## src/include/bus_params.svh

```systemverilog
`ifndef BUS_PARAMS_SVH
`define BUS_PARAMS_SVH

////////////////////////////////////////////////////////////
// Fares and revenue
////////////////////////////////////////////////////////////

`define BUS_FARE_STOP1   7'd30   // Per passenger boarding at stop 1
`define BUS_FARE_STOP2   7'd20   // Per passenger boarding at stop 2
`define BUS_REVENUE_MAX  7'd90   // Revenue saturates here
`define BUS_REFILL_COST  7'd10   // Paid out of revenue per refuel

////////////////////////////////////////////////////////////
// Gas
////////////////////////////////////////////////////////////

`define BUS_GAS_MAX      5'd20   // Full tank
`define BUS_GAS_REFILL   5'd10   // Added per refuel
`define BUS_GAS_PER_PAX  5'd5    // Burned per passenger at each burn point

////////////////////////////////////////////////////////////
// Stops and route
////////////////////////////////////////////////////////////

`define BUS_MAX_WAITING  2'd2    // Waiting group size limit
`define BUS_ROUTE_LEN    7       // Positions 0 to 6
`define BUS_MID_POS      3       // Refuel point between terminals

`endif

```

## src/verilog/bus_route_pkg.sv

```systemverilog
`include "bus_params.svh"

package bus_route_pkg;

    ////////////////////////////////////////////////////////////
    // Counts and levels
    ////////////////////////////////////////////////////////////

    typedef logic [1:0] pax_count_t;   // 0 to 2 passengers
    typedef logic [4:0] gas_t;         // 0 to 20
    typedef logic [6:0] revenue_t;     // 0 to 90

    // One-hot, bit 0 is stop 1 and the top bit is stop 2
    typedef logic [`BUS_ROUTE_LEN-1:0] route_pos_t;

    ////////////////////////////////////////////////////////////
    // Terminal sub-steps, listed in priority order
    ////////////////////////////////////////////////////////////

    typedef enum logic [2:0] {
        BURN,      // Arrival burn
        UNLOAD,    // One passenger leaves
        BOARD,     // Waiting group gets on
        PAY,       // Fare for the group
        REFUEL,    // Revenue into gas
        DEPART     // Move on, or wait
    } stop_phase_t;

endpackage

```

## src/verilog/bus_display_pkg.sv

```systemverilog
package bus_display_pkg;

    ////////////////////////////////////////////////////////////
    // Seven-segment display
    ////////////////////////////////////////////////////////////

    typedef logic [3:0] bcd_digit_t;   // One decimal digit
    typedef logic [6:0] segment_t;     // Active low, gfedcba
    typedef logic [3:0] digit_sel_t;   // Active-low anodes

    ////////////////////////////////////////////////////////////
    // LED bars
    ////////////////////////////////////////////////////////////

    // Thermometer style, 1 shows 10 and 2 shows 11
    typedef logic [1:0] pax_bar_t;

endpackage

```

## src/verilog/bus_step_timer.sv

```systemverilog
`timescale 1ns/1ps

module bus_step_timer #(
    parameter int STEP_CYCLES = 25_000_000
) (
    input  logic clk,
    input  logic global_clk,
    output logic step
);

    localparam int CNT_W = (STEP_CYCLES > 1) ? $clog2(STEP_CYCLES) : 1;

    logic [CNT_W-1:0] cnt;

    always_ff @(posedge clk or posedge global_clk) begin
        if (global_clk) begin
            cnt  <= '0;
            step <= 1'b0;
        end else if (cnt == CNT_W'(STEP_CYCLES - 1)) begin
            cnt  <= '0;
            step <= 1'b1;    // One pulse per wrap
        end else begin
            cnt  <= cnt + 1'b1;
            step <= 1'b0;
        end
    end

    // The route controller expects isolated step pulses
    a_step_single : assert property (@(posedge clk) disable iff (global_clk)
        (STEP_CYCLES > 1) && step |=> !step)
        else $error("step held high for two cycles");

endmodule

```

## src/verilog/stop_queue.sv

```systemverilog
`timescale 1ns/1ps
`include "bus_params.svh"

module stop_queue (
    input  logic                    clk,
    input  logic                    global_clk,
    input  logic                    call,
    input  logic                    board,
    output bus_route_pkg::pax_count_t waiting
);

    import bus_route_pkg::*;

    pax_count_t next_waiting;

    always_comb begin
        next_waiting = waiting;
        if (board) begin
            // A call on the boarding edge starts a new group
            next_waiting = call ? pax_count_t'(1) : pax_count_t'(0);
        end else if (call && waiting < `BUS_MAX_WAITING) begin
            next_waiting = waiting + 1'b1;
        end
    end

    always_ff @(posedge clk or posedge global_clk) begin
        if (global_clk) begin
            waiting <= '0;
        end else begin
            waiting <= next_waiting;
        end
    end

    a_waiting_max : assert property (@(posedge clk) disable iff (global_clk)
        waiting <= `BUS_MAX_WAITING)
        else $error("waiting above limit: %0d", waiting);

endmodule

```

## src/verilog/bus_route_fsm.sv

```systemverilog
`timescale 1ns/1ps
`include "bus_params.svh"

module bus_route_fsm (
    input  logic                       clk,
    input  logic                       global_clk,
    input  logic                       step,
    input  bus_route_pkg::pax_count_t  waiting_stop1,
    input  bus_route_pkg::pax_count_t  waiting_stop2,
    output logic                       board_stop1,
    output logic                       board_stop2,
    output bus_route_pkg::pax_count_t  on_board,
    output bus_route_pkg::gas_t        gas,
    output bus_route_pkg::revenue_t    revenue,
    output bus_route_pkg::route_pos_t  location
);

    import bus_route_pkg::*;

    logic        dir_up;        // Heading toward stop 2
    logic        burn_armed;    // Set on arrival at a terminal or the midpoint
    logic        unload_done;
    logic        board_done;
    logic        pay_done;

    stop_phase_t act;
    logic        at_stop1;
    logic        at_stop2;
    logic        at_term;
    logic        at_mid;
    pax_count_t  waiting_here;
    pax_count_t  waiting_far;
    revenue_t    fare;
    revenue_t    fare_total;
    logic [7:0]  pay_sum;
    revenue_t    revenue_paid;
    gas_t        burn_amt;
    gas_t        gas_burned;
    logic [5:0]  refill_sum;
    gas_t        gas_refilled;
    logic        can_refuel;
    logic        depart_ok;
    logic        move_up;
    route_pos_t  next_loc;
    logic        arrive_term;
    logic        arrive_mid;

    ////////////////////////////////////////////////////////////
    // Where the bus is and what the stop looks like
    ////////////////////////////////////////////////////////////

    assign at_stop1     = location[0];
    assign at_stop2     = location[`BUS_ROUTE_LEN-1];
    assign at_term      = at_stop1 | at_stop2;
    assign at_mid       = location[`BUS_MID_POS];

    assign waiting_here = at_stop1 ? waiting_stop1 : waiting_stop2;
    assign waiting_far  = at_stop1 ? waiting_stop2 : waiting_stop1;

    ////////////////////////////////////////////////////////////
    // Fare, burn and refuel arithmetic
    ////////////////////////////////////////////////////////////

    assign fare         = at_stop1 ? `BUS_FARE_STOP1 : `BUS_FARE_STOP2;
    assign fare_total   = revenue_t'(on_board) * fare;          // At most 60
    assign pay_sum      = {1'b0, revenue} + {1'b0, fare_total};
    assign revenue_paid = (pay_sum > {1'b0, `BUS_REVENUE_MAX}) ? `BUS_REVENUE_MAX
                                                               : pay_sum[6:0];

    assign burn_amt     = gas_t'(on_board) * `BUS_GAS_PER_PAX;
    assign gas_burned   = (gas > burn_amt) ? gas - burn_amt : '0;   // Saturates at empty

    assign refill_sum   = {1'b0, gas} + {1'b0, `BUS_GAS_REFILL};
    assign gas_refilled = (refill_sum > {1'b0, `BUS_GAS_MAX}) ? `BUS_GAS_MAX
                                                              : refill_sum[4:0];

    assign can_refuel   = (gas < `BUS_GAS_MAX) && (revenue >= `BUS_REFILL_COST);

    ////////////////////////////////////////////////////////////
    // Action select, first applicable one wins
    ////////////////////////////////////////////////////////////

    always_comb begin
        if (burn_armed && on_board != '0) begin
            act = BURN;
        end else if (!at_term) begin
            // Travel positions only refuel at the midpoint
            act = (at_mid && on_board != '0 && can_refuel) ? REFUEL : DEPART;
        end else if (on_board != '0 && !unload_done) begin
            act = UNLOAD;
        end else if (waiting_here != '0 && !board_done) begin
            act = BOARD;
        end else if (board_done && !pay_done) begin
            act = PAY;
        end else if (can_refuel) begin
            act = REFUEL;
        end else begin
            act = DEPART;
        end
    end

    // Terminals hold the bus until there is a reason to go
    assign depart_ok   = !at_term || on_board != '0 || waiting_far != '0;

    assign move_up     = at_term ? at_stop1 : dir_up;
    assign next_loc    = move_up ? location << 1 : location >> 1;
    assign arrive_term = next_loc[0] | next_loc[`BUS_ROUTE_LEN-1];
    assign arrive_mid  = next_loc[`BUS_MID_POS];

    // Queue clears on the same edge that loads on_board
    assign board_stop1 = step && act == BOARD && at_stop1;
    assign board_stop2 = step && act == BOARD && at_stop2;

    ////////////////////////////////////////////////////////////
    // State update, one action per step
    ////////////////////////////////////////////////////////////

    always_ff @(posedge clk or posedge global_clk) begin
        if (global_clk) begin
            location    <= route_pos_t'(1);
            dir_up      <= 1'b1;
            on_board    <= '0;
            gas         <= '0;
            revenue     <= '0;
            burn_armed  <= 1'b0;
            unload_done <= 1'b0;
            board_done  <= 1'b0;
            pay_done    <= 1'b0;
        end else if (step) begin
            burn_armed <= 1'b0;          // Only lasts one step
            case (act)
                BURN: begin
                    gas <= gas_burned;
                end
                UNLOAD: begin
                    on_board <= on_board - 1'b1;
                    if (on_board == pax_count_t'(1)) begin
                        unload_done <= 1'b1;
                    end
                end
                BOARD: begin
                    on_board    <= waiting_here;
                    unload_done <= 1'b1;     // Keeps the new group aboard
                    board_done  <= 1'b1;
                end
                PAY: begin
                    revenue  <= revenue_paid;
                    pay_done <= 1'b1;
                end
                REFUEL: begin
                    revenue <= revenue - `BUS_REFILL_COST;
                    gas     <= gas_refilled;
                end
                DEPART: begin
                    if (depart_ok) begin
                        location   <= next_loc;
                        dir_up     <= move_up;
                        burn_armed <= arrive_term | arrive_mid;
                        if (arrive_term) begin
                            unload_done <= 1'b0;
                            board_done  <= 1'b0;
                            pay_done    <= 1'b0;
                        end
                    end
                end
                default: begin
                end
            endcase
        end
    end

    ////////////////////////////////////////////////////////////
    // Checks
    ////////////////////////////////////////////////////////////

    a_loc_onehot : assert property (@(posedge clk) disable iff (global_clk)
        $onehot(location))
        else $error("location not one-hot: %h", location);

    a_gas_max : assert property (@(posedge clk) disable iff (global_clk)
        gas <= `BUS_GAS_MAX)
        else $error("gas above full tank: %0d", gas);

    a_revenue_max : assert property (@(posedge clk) disable iff (global_clk)
        revenue <= `BUS_REVENUE_MAX)
        else $error("revenue above cap: %0d", revenue);

endmodule

```

## src/verilog/bus_display.sv

```systemverilog
`timescale 1ns/1ps

module bus_display #(
    parameter int SCAN_BITS = 16
) (
    input  logic                        clk,
    input  logic                        global_clk,
    input  logic [1:0]                  waiting_stop1,
    input  logic [1:0]                  waiting_stop2,
    input  logic [1:0]                  on_board,
    input  logic [4:0]                  gas,
    input  logic [6:0]                  revenue,
    input  logic [6:0]                  location,
    output bus_display_pkg::digit_sel_t digit,
    output bus_display_pkg::segment_t   segments,
    output logic [15:0]                 led
);

    import bus_display_pkg::*;

    logic [SCAN_BITS+1:0] scan_cnt;
    logic [1:0]           scan_sel;
    bcd_digit_t           rev_ones;
    bcd_digit_t           rev_tens;
    bcd_digit_t           gas_ones;
    bcd_digit_t           gas_tens;
    bcd_digit_t           value;

    function automatic pax_bar_t pax_bar(input logic [1:0] count);
        case (count)
            2'd1:    pax_bar = 2'b10;
            2'd2:    pax_bar = 2'b11;
            default: pax_bar = 2'b00;
        endcase
    endfunction

    ////////////////////////////////////////////////////////////
    // Digit scan
    ////////////////////////////////////////////////////////////

    always_ff @(posedge clk or posedge global_clk) begin
        if (global_clk) begin
            scan_cnt <= '0;
        end else begin
            scan_cnt <= scan_cnt + 1'b1;
        end
    end

    assign scan_sel = scan_cnt[SCAN_BITS+1:SCAN_BITS];   // Top two bits pick the digit

    assign rev_ones = bcd_digit_t'(revenue % 7'd10);
    assign rev_tens = bcd_digit_t'(revenue / 7'd10);
    assign gas_ones = bcd_digit_t'(gas % 5'd10);
    assign gas_tens = bcd_digit_t'(gas / 5'd10);

    always_comb begin
        case (scan_sel)
            2'd0: begin
                value = rev_ones;
                digit = 4'b1110;
            end
            2'd1: begin
                value = rev_tens;
                digit = 4'b1101;
            end
            2'd2: begin
                value = gas_ones;
                digit = 4'b1011;
            end
            default: begin
                value = gas_tens;
                digit = 4'b0111;
            end
        endcase
    end

    always_comb begin
        case (value)
            4'd1:    segments = 7'b1111001;
            4'd2:    segments = 7'b0100100;
            4'd3:    segments = 7'b0110000;
            4'd4:    segments = 7'b0011001;
            4'd5:    segments = 7'b0010010;
            4'd6:    segments = 7'b0000010;
            4'd7:    segments = 7'b1111000;
            4'd8:    segments = 7'b0000000;
            4'd9:    segments = 7'b0010000;
            default: segments = 7'b1000000;   // 0 and anything out of range
        endcase
    end

    ////////////////////////////////////////////////////////////
    // LED word
    ////////////////////////////////////////////////////////////

    assign led = {pax_bar(waiting_stop1), 1'b0, pax_bar(waiting_stop2),
                  pax_bar(on_board), 2'b00, location};

endmodule

```

## src/verilog/bus_top.sv

```systemverilog
`timescale 1ns/1ps

module bus_top #(
    parameter int STEP_CYCLES = 25_000_000,
    parameter int SCAN_BITS   = 16
) (
    input  logic                        clk,
    input  logic                        global_clk,
    input  logic                        call_stop1,
    input  logic                        call_stop2,
    output bus_display_pkg::digit_sel_t digit,
    output bus_display_pkg::segment_t   segments,
    output logic [15:0]                 led
);

    import bus_route_pkg::*;

    logic       step;
    pax_count_t waiting_stop1;
    pax_count_t waiting_stop2;
    logic       board_stop1;
    logic       board_stop2;
    pax_count_t on_board;
    gas_t       gas;
    revenue_t   revenue;
    route_pos_t location;

    bus_step_timer #(
        .STEP_CYCLES (STEP_CYCLES)
    ) step_timer_i (
        .clk        (clk),
        .global_clk (global_clk),
        .step       (step)
    );

    // One queue per terminal
    stop_queue stop1_queue_i (
        .clk        (clk),
        .global_clk (global_clk),
        .call       (call_stop1),
        .board      (board_stop1),
        .waiting    (waiting_stop1)
    );

    stop_queue stop2_queue_i (
        .clk        (clk),
        .global_clk (global_clk),
        .call       (call_stop2),
        .board      (board_stop2),
        .waiting    (waiting_stop2)
    );

    bus_route_fsm route_fsm_i (
        .clk           (clk),
        .global_clk    (global_clk),
        .step          (step),
        .waiting_stop1 (waiting_stop1),
        .waiting_stop2 (waiting_stop2),
        .board_stop1   (board_stop1),
        .board_stop2   (board_stop2),
        .on_board      (on_board),
        .gas           (gas),
        .revenue       (revenue),
        .location      (location)
    );

    bus_display #(
        .SCAN_BITS (SCAN_BITS)
    ) display_i (
        .clk           (clk),
        .global_clk    (global_clk),
        .waiting_stop1 (waiting_stop1),
        .waiting_stop2 (waiting_stop2),
        .on_board      (on_board),
        .gas           (gas),
        .revenue       (revenue),
        .location      (location),
        .digit         (digit),
        .segments      (segments),
        .led           (led)
    );

endmodule

```

## config.mk

```make
export PLATFORM = sky130hd
export DESIGN_NAME = bus_top
export DESIGN_NICKNAME = d
export VERILOG_FILES = /design/src/verilog/bus_route_pkg.sv /design/src/verilog/bus_display_pkg.sv /design/src/verilog/bus_step_timer.sv /design/src/verilog/stop_queue.sv /design/src/verilog/bus_route_fsm.sv /design/src/verilog/bus_display.sv /design/src/verilog/bus_top.sv
export VERILOG_INCLUDE_DIRS = /design/src /design/src/include
export SDC_FILE = /design/constraint.sdc
export NUM_CORES = 1
export LEC_CHECK = 0
export BUFFER_PORTS_ARGS = -buffer_cell sky130_fd_sc_hd__buf_4
export CAP_MARGIN = 20
export CORE_MARGIN = 4
export CORE_UTILIZATION = 62
export CTS_CLUSTER_DIAMETER = 40
export DETAILED_ROUTE_END_ITERATION = 7
export GPL_ROUTABILITY_DRIVEN = 0
export GPL_TIMING_DRIVEN = 0
export PLACE_DENSITY_LB_ADDON = 0.2
export SYNTH_ARGS = -nofsm -noshare
export SYNTH_HDL_FRONTEND = slang
export SYNTH_SLANG_ARGS = --single-unit
```

## constraint.sdc

```tcl
create_clock -name clk -period 4.8 [get_ports clk]
set_input_delay 0.24 -clock clk [delete_from_list [all_inputs] [get_ports clk]]
set_output_delay 0.24 -clock clk [all_outputs]
set_load 0.02 [all_outputs]
```

# ---- Word-level counts from Yosys, hierarchy flattened
# Memory sizes are Yosys's and may differ from the RTL's.
# Cells that the tools add are included.
dict set report op_classes {
  addsub 9
  mul 2
  div 4
  magnitude_cmp 7
  n_eq_ne 17
  shift 0
  mux 39
  bitwise 3
  n_reduce_logical 38
}
# cell n
set op_table {}
lappend op_table {{25-bit by 1-bit adder with 25-bit output, second input constant} 1}
lappend op_table {{25-bit == test, second input constant} 1}
lappend op_table {{25-bit 2-to-1 mux} 1}
lappend op_table {{4-bit one-hot mux with 3 select lines} 2}
lappend op_table {{2-bit nonzero test} 10}
lappend op_table {{18-bit by 1-bit adder with 18-bit output, second input constant} 1}
lappend op_table {{2-bit one-hot mux with 2 select lines} 4}
lappend op_table {{3-bit 2-to-1 mux} 5}
lappend op_table {{7-bit 2-to-1 mux} 2}
lappend op_table {{7-bit one-hot mux with 2 select lines} 1}
lappend op_table {{1-bit logical AND} 12}
lappend op_table {{2-bit 2-to-1 mux} 6}
lappend op_table {{1-bit 2-to-1 mux} 11}
lappend op_table {{5-bit 2-to-1 mux} 2}
lappend op_table {{5-bit one-hot mux with 2 select lines} 1}
lappend op_table {{7-bit by 7-bit adder with 8-bit output} 1}
lappend op_table {{2-bit by 1-bit == test with 1-bit output, second input constant} 4}
lappend op_table {{2-bit == test, second input constant} 4}
lappend op_table {{8-bit by 7-bit greater-than comparator with 1-bit output, second input constant} 1}
lappend op_table {{4-bit AND reduction} 2}
lappend op_table {{7-bit by 4-bit divider with 7-bit output, second input constant} 1}
lappend op_table {{7-bit by 4-bit >= comparator with 1-bit output, second input constant} 1}
lappend op_table {{7-bit by 4-bit remainder unit with 7-bit output, second input constant} 1}
lappend op_table {{2-bit by 7-bit multiplier with 7-bit output} 1}
lappend op_table {{other kinds (28)} 43}
dict set report word_totals {
  reg_bits 74
  latchBits 0
  ramBits 0
  romBits 112
  input_bits 4
  output_inout_bits 27
  elab_cells 134
  n_memories 1
}
# memory depth width rd rd_ports_with_merged_regs wr line_no
set mem_list {}
lappend mem_list {{(no name shown)} 16 7 1 0 0 bus_display.sv:78} ;# case (value)

# ---- Depth between registers and ports, before layout
# Gate-level depths: netlist (run 1).
dict set report logic_depth {
  ltp_word 12
  depth_mapped 15
  mapped_depth_nobuf 13
}

# ---- Modules after synthesis
# Synthesis (run 1) repeated with hierarchy kept, for this count alone.
dict set report unflattened {
  cells_unflattened 584
  hier_area_um2 5353.9
}
# module instances cells_each area_each_um2 seq_area_each_um2
set modules_own_cells {}
lappend modules_own_cells {bus_route_fsm 1 233 2092.0 628.1}
lappend modules_own_cells {bus_display 1 194 1714.1 450.4}
lappend modules_own_cells {bus_step_timer 1 135 1362.6 650.6}
lappend modules_own_cells {stop_queue 2 11 92.6 50.0}

# ---- Worst setup path after synthesis (run 1)
# OpenSTA, ideal clock, no wires.
dict set report synth_timing {
  path_kind {reg-to-output}
  startpoint {reg display_i.scan_cnt[17]}
  endpoint {out segments[4]}
  t_arrival_ns 3.373
  required_ns 4.560
  slack_ns 1.187
  stages_incl_launch_ff 16
  path_cell_list {dfrtp_1 buf_4 and2b_4 inv_2 buf_2 o21ai_1 a221o_1 ha_1 o311a_1 o21a_1 o211a_1 o31ai_1 inv_1 ha_1 mux2_4 o21ai_2}
}
dict set report synth_via {
  elab_chain_cells 3
}
# element line_no
set synth_lines {}
lappend synth_lines {{from (decl)} bus_display.sv:21} ;# logic [SCAN_BITS+1:0] scan_cnt;
lappend synth_lines {{from (signal assigned)} bus_display.sv:45} ;# scan_cnt <= scan_cnt + 1'b1;
lappend synth_lines {{2-bit == test (tied with other cells)} bus_display.sv:57} ;# case (scan_sel)
lappend synth_lines {{4-bit one-hot mux with 3 select lines (*)} bus_display.sv:57}
lappend synth_lines {{memory read 16 x 7 bit (*)} n/a}
lappend synth_lines {{to (decl)} bus_top.sv:12} ;# output bus_display_pkg::segment_t segments,
# Every way passes the cells marked *; elsewhere a longest branch is shown, timed or not.

# ---- Final worst setup path (run 1)
dict set report layout_timing {
  startpoint {reg route_fsm_i.revenue[6]}
  endpoint {out segments[4]}
}
dict set report layout_via {
  elab_chain_cells 3
}
# element line_no
set layout_lines {}
lappend layout_lines {{from (decl)} bus_route_fsm.sv:14} ;# output bus_route_pkg::revenue_t revenue,
lappend layout_lines {{from (signal assigned)} bus_route_fsm.sv:147} ;# revenue <= revenue_paid;
lappend layout_lines {{from (signal assigned)} bus_route_fsm.sv:151} ;# revenue <= revenue - `BUS_REFILL_COST;
lappend layout_lines {{7-bit by 4-bit divider with 7-bit output / 7-bit by 4-bit remainder unit with 7-bit output (equally long branches)} {bus_display.sv:52, bus_display.sv:51}}
lappend layout_lines {{4-bit one-hot mux with 3 select lines (*)} bus_display.sv:57}
lappend layout_lines {{memory read 16 x 7 bit (*)} n/a}
# Marks and branches as above.

==> impl_metrics.ini, run 1 <==
[run_status]
outcome = finished, final reports clean

[logic_synthesis]
syn_area_um2 = 5330
synth_edf_count = 0
yosysSeqAreaShare_pct = 34.4
avgSynthCellArea_um2 = 8.58
synthCells = 621
synth_cell_types = 79
async_flop_share_pct = 100
synth-seq-cells = 73
synthFlopType = dfrtp_1
yosys_warnings = 0

[clock_network]
clk_path_buf_depth = 2
htree_levels = 3
clock-root-buffer = clkbuf_8
postCtsSetupBuffers = 0
cts_made_buffers = 9
clock_latency_ps = 350
hold_buffers = 0
cts_tree = done
clkSlewWorstSetupHoldPaths_ps = 90
cts_sinks = 73
cts_resized = 0

[power_and_ir_drop]
power_frac_seq_pct = 54.8
p_sw_mw = 0.293
swShare_pct = 25.7
p_int_mw = 0.846
power_frac_comb_pct = 5.0
p_leak_nw = 2.65
p_per_area_nw_per_um2 = 194
clkPwrFrac_pct = 40.2
totalPowerFinal_mw = 1.14
vdd_drop_max_mv = 0.177

[route]
routed.top_layer = met4
drt_iter0_markers = 341
route.detailed.wl_per_inst_um = 15.6
ant_nets = 0
wl_um = 12000
drc = 0
wirelength_met1_um = 5200
wl_met2_um = 5790
vias = 4765
vias_per_cell = 6.18
first_pass_iters = 5
wl_met3_um = 758

[sta]
rsz0062_at_grt = false
worst_pin_slew_ps = 882
hold_slack_ps = 48.4
post-route-min-period_ps = 4420
fin_skew_ps = 10.9
setup_viol = 0
tns_ps = 0
fmax_ghz = 0.226
slew_viol_final = 0
finalHoldViolations = 0
period_share_pct = 92.0
fin_ws_ps = 382
relSlewSlack_pct = 41.2

[setup_path]
ff2ff_setup_slack_ps = 1050
criticalPathCategory = flop to output pin
cp_max_fo = 10
startpoint_type = flop
worstPathRequired_ps = 4560
r2r_start = route_fsm_i.location[0]
cp.arrival_ps = 4180
end_kind = output pin
r2r_end = route_fsm_i.revenue[2]
r2r_cells = 13

[flow_run]
maxCapViolCount = 0

[grt]
overflow = 0
grt_max_degree = 74
grt_pass1_wl_um = 20900
grt_antenna_before_repair = 0
grt_pass1_vias = 4591
grt_usage_pct = 25.3

[cells_and_area]
final_cell_mix = dfrtp_1 (71), nor2_1 (56), nand2_1 (50)
diodes = 0
syn_to_final_growth_pct = 10.0
layout.cells.non_filler = 771
final_area_um2 = 5860
final_common_cell = dfrtp_1
layout.nets = 695
fin_util_pct = 70.6
nFillCells = 669
drive_above_1_share_pct = 11.6

[place]
dp_cells = 755
place_area_um2 = 5670
pre_cts_slack_ps = 784
port_buffers = 27
place_hpwl_um = 8800

[hold_path]
hp-class = input pin to asynchronous set/reset pin

[die]
die_h_um = 101
ios = 31
design.die.area_um2 = 10100
rows = 33
start_util_pct = 64.2
core_area_um2 = 8300
die_w_um = 101
## power by group through the flow
stage	sequential (mW)	clock, mW	combinational (mW)
final	0.624	0.458	0.0571
after global routing	0.625	0.498	0.0646
after CTS	0.624	0.464	0.0587
after detailed placement	0.636	0	0.0584
after global placement	0.635	0	0.0562
after floorplan	0.634	0	0.0377
## flip-flops by register name (all words and copies together), names as in the netlist
name and cells:
route_fsm_i.location 7, stop2_queue_i.waiting 2, route_fsm_i.burn_armed 1, step_timer_i.cnt 25, route_fsm_i.unload_done 1, route_fsm_i.gas 5
route_fsm_i.dir_up 1, stop1_queue_i.waiting 2, route_fsm_i.board_done 1, display_i.scan_cnt 18, step_timer_i.step 1, route_fsm_i.pay_done 1
route_fsm_i.on_board 2, route_fsm_i.revenue 6
## worst max-delay path, cell delays in order (launching register included)
cell	delay, ps
dfrtp_1	420
buf_4	180
nor3b_1	390
or4_1	170
o21ai_1	50
a221o_1	390
ha_1	250
o311a_1	120
o21a_1	220
o211a_1	230
o31ai_1	510
inv_1	140
ha_1	240
mux2_4	270
o21ai_2	100
buf_4	150
## layout make-up
cell class	instances	area [um2]	area share, %
multi-input combinational	483	3200	54.7
sequential	73	1830	31.2
timing repair buffer	27	203	3.46
buffer	33	171	2.93
clock buffer	10	138	2.35
tap	105	131	2.24
inverter	34	130	2.22
clock inverter	6	51.3	0.876
## Yosys cell counts (14+ instances only)
cell type | count | share of area (%)
clkbuf_1 | 14 | 0.99
dfrtp_1 | 71 | 33
nor3_1 | 14 | 1.3
a21oi_1 | 38 | 3.6
nand2_1 | 50 | 3.5
and3_1 | 15 | 1.8
xor2_1 | 19 | 3.1
nand3_1 | 31 | 2.9
o21ai_0 | 26 | 2.4
xnor2_1 | 28 | 4.6
ha_1 | 27 | 6.3
inv_1 | 33 | 2.3
nor2_1 | 56 | 3.9
## per-layer routing
metal / vias up / GRT usage [%]
li1: 2295 / -
met4: 0 / 8.70
met5: - / 0
met3: 32 / 4.84
met2: 186 / 41.6
met1: 2252 / 33.5
## worst max-delay path by stage
stage,start,to,slack (ps),depth (start not counted)
2_1_floorplan,display_i.scan_cnt[17],segments[4],1190,15
3_3_place_gp,route_fsm_i.revenue[6],segments[4],830,15
3_5_place_dp,route_fsm_i.revenue[6],segments[4],780,15
4_1_cts,route_fsm_i.revenue[6],segments[4],410,15
5_1_grt,route_fsm_i.revenue[6],segments[4],100,15
6_report,route_fsm_i.revenue[6],segments[4],380,15
## logic make-up (layout without fill, tap and decap cells)
group,count (synthesis),after routing,share of synthesized area (%)
simple gates,236,236,22.7
compound gates,151,151,18.9
flops,73,73,34.4
buf+inv,67,110,5.62
xor+xnor,47,47,7.73
fa+ha+maj,31,31,7.66
mux,15,15,2.98
other cells,1,3,0.0704
Note: power is estimated with default switching activity, not from simulation.
==> run 2: changes to the inputs <==
--- a/config.mk
+++ b/config.mk
@@ -9,7 +9,7 @@
 export BUFFER_PORTS_ARGS = -buffer_cell sky130_fd_sc_hd__buf_4
 export CAP_MARGIN = 20
 export CORE_MARGIN = 4
-export CORE_UTILIZATION = 62
+export CORE_UTILIZATION = 65
 export CTS_CLUSTER_DIAMETER = 40
 export DETAILED_ROUTE_END_ITERATION = 7
 export GPL_ROUTABILITY_DRIVEN = 0
@@ -17,4 +17,5 @@
 export PLACE_DENSITY_LB_ADDON = 0.2
 export SYNTH_ARGS = -nofsm -noshare
 export SYNTH_HDL_FRONTEND = slang
+export SYNTH_HIERARCHICAL = 1
 export SYNTH_SLANG_ARGS = --single-unit
==> constraint.sdc (replaced) <==
create_clock -name clk -period 5.1 [get_ports clk]
set_input_delay 0.255 -clock clk [delete_from_list [all_inputs] [get_ports clk]]
set_output_delay 0.255 -clock clk [all_outputs]
set_load 0.01 [all_outputs]
==> impl_metrics.ini, run 2 <==
[run_status]
outcome = finished, final reports clean

[logic_synthesis]
synth_top_cell_by_area = dfrtp_1
synthCells = 584
avgSynthCellArea_um2 = 9.17
yosysMostFrequentCell = dfrtp_1
synth_cell_types = 94
yosysSeqAreaShare_pct = 34.2
async_flop_share_pct = 100
netlist_top_cells_count = dfrtp_1 (71), nor2_1 (48), nand2_1 (45)
synth-seq-cells = 73
yosys_warnings = 6
synthFlopType = dfrtp_1
synth_top_area_share_pct = 33.2
synth_edf_count = 0
synth_area_leaders = dfrtp_1 (33%), ha_1 (5.8%), xnor2_1 (4.3%)
syn_area_um2 = 5350

[cells_and_area]
largest_registers = step_timer_i/cnt: 25 flops, display_i/scan_cnt: 18 flops, route_fsm_i/location: 7 flops
nFillCells = 569
largest_reg_flops = 25
diodes = 0
layout.nets = 661
final_common_cell = dfrtp_1
syn_to_final_growth_pct = 11.0
top_register = step_timer_i/cnt
final_cell_mix = dfrtp_1 (71), nor2_1 (48), nand2_1 (45)
drive_above_1_share_pct = 17.1

[setup_path]
cp.arrival_ps = 4010
startpoint_type = flop
cpMostUsedCell = a21oi_1
criticalPathCategory = flop to output pin
startpoint = route_fsm_i/revenue[5]
cp_slowest_cell = dfrtp_1
end_kind = output pin
r2r_start = route_fsm_i/location[0]
cp_max_fo = 10
worstPathRequired_ps = 4850
slowest_delay_ps = 510
crit_chain = buf_4, nor2b_4, a21oi_1, a2111oi_4, o31ai_1, a21oi_1, ha_1, inv_1, a21oi_1, o21bai_1, o211ai_2, xnor2_1, o21a_1, inv_1, ha_1, o31ai_2, a31o_1, buf_4

[sta]
period_share_pct = 83.6
rsz0062_at_grt = false
fin_skew_ps = 9.47
finalHoldViolations = 0
tns_ps = 0
post-route-min-period_ps = 4270
slew_viol_final = 0
setup_viol = 0
worst_pin_slew_ps = 668
relSlewSlack_pct = 55.4
fmax_ghz = 0.234

[clock_network]
clk_path_buf_depth = 2
postCtsSetupBuffers = 0
clkSlewWorstSetupHoldPaths_ps = 80
cts_resized = 0
clock_latency_ps = 350
htree_levels = 3
hold_buffers = 1
clock-root-buffer = clkbuf_8
cts_tree = done
cts_made_buffers = 9
cts_sinks = 73

[die]
die_h_um = 98.8
design.die.area_um2 = 9750
core_area_um2 = 7850
ios = 31
rows = 32
die_w_um = 98.8
start_util_pct = 68.2

[grt]
overflow = 0
grt_max_degree = 27
grt_pass1_wl_um = 19700
grt_antenna_before_repair = 0
grt_usage_pct = 23.8
grt_pass1_vias = 4360

[hold_path]
min_from = call_stop2
hp-class = input pin to flop

[power_and_ir_drop]
vdd_drop_max_mv = 0.187
p_sw_mw = 0.309
p_leak_nw = 2.70
p_per_area_nw_per_um2 = 189
power_frac_seq_pct = 53.3
swShare_pct = 27.4
p_int_mw = 0.817
power_frac_comb_pct = 8.4
totalPowerFinal_mw = 1.13
clkPwrFrac_pct = 38.3

[route]
vias = 4477
route.detailed.wl_per_inst_um = 15.3
ant_nets = 0
vias_per_cell = 6.10
drt_iter0_markers = 226
first_pass_iters = 5
wl_um = 11200
drc = 0

[place]
port_buffers = 27
place_hpwl_um = 8190

[flow_run]
maxCapViolCount = 0
## run 2: layer usage
metal / GRT usage, % / part of all wire (%) / vias to the layer above
met5: 0 / 0 / -
met4: 7.77 / 1.5 / 0
met3: 4.18 / 4.8 / 22
met2: 38.9 / 48 / 131
met1: 32.2 / 46 / 2147
li1: - / - / 2177
## run 2: cell families (layout without fill, tap and decap cells)
kind of cell	after synthesis	in the layout	share of synthesized area, %
flops	73	73	34.2
simple gates	226	226	23.5
mux	18	18	3.93
xor+xnor	38	38	6.22
fa+ha+maj	31	31	7.92
buf+inv	58	104	5.66
compound gates	138	138	18.5
other cells	2	4	0.140
## run 2: per-stage QoR
step                hold slack, ps  cell area [um2]  worst slack [ps]  cells  util (%)
finish                         142             5940               834    734      75.7
detailed placement             157             5690              1230    715      72.5
CTS                            132             5890               827    732      75.0
floorplan                    -3.82             5360              1710    586         -
global route                   150             5940               426    734      75.7
global placement               155             5690              1310    715      72.5
## run 2: critical path: cells and delay by family, from the launching register on
kind | cells | cell delay, ps
fa+ha+maj | 2 | 440
flops | 1 | 510
buf+inv | 4 | 520
simple gates | 1 | 190
xor+xnor | 1 | 150
compound gates | 10 | 1850
## run 2: final timing paths
path / endpoint / slack [ps] / cells past startpoint
worst max register to register: route_fsm_i/revenue[1] / 1470 / 12
worst max-delay path: segments[4] / 830 / 18
worst min-delay path: stop2_queue_i/waiting[0] / 140 / 3
min in group asynchronous: stop2_queue_i/waiting[1] / 350 / 3
worst min register to register: display_i/scan_cnt[4] / 470 / 1
max in group asynchronous: display_i/scan_cnt[13] / 4070 / 3
## run 2: power groups by stage
| stage | clock network [mW] | registers (mW) | logic (mW) |
|---|---|---|---|
| CTS | 0.442 | 0.600 | 0.0920 |
| global route | 0.471 | 0.603 | 0.108 |
| finish | 0.431 | 0.600 | 0.0947 |
| global placement | 0 | 0.611 | 0.0865 |
| floorplan | 0 | 0.608 | 0.0511 |
| detailed placement | 0 | 0.611 | 0.0910 |
## run 2: area by class of cell
class	count	area, um2	area share [%]
clock buffer	9	124	2.09
clock inverter	7	60.1	1.01
buffer	23	166	2.80
sequential	73	1830	30.8
multi-input combinational	455	3230	54.4
timing repair buffer	30	268	4.51
tap	102	128	2.15
inverter	35	136	2.30
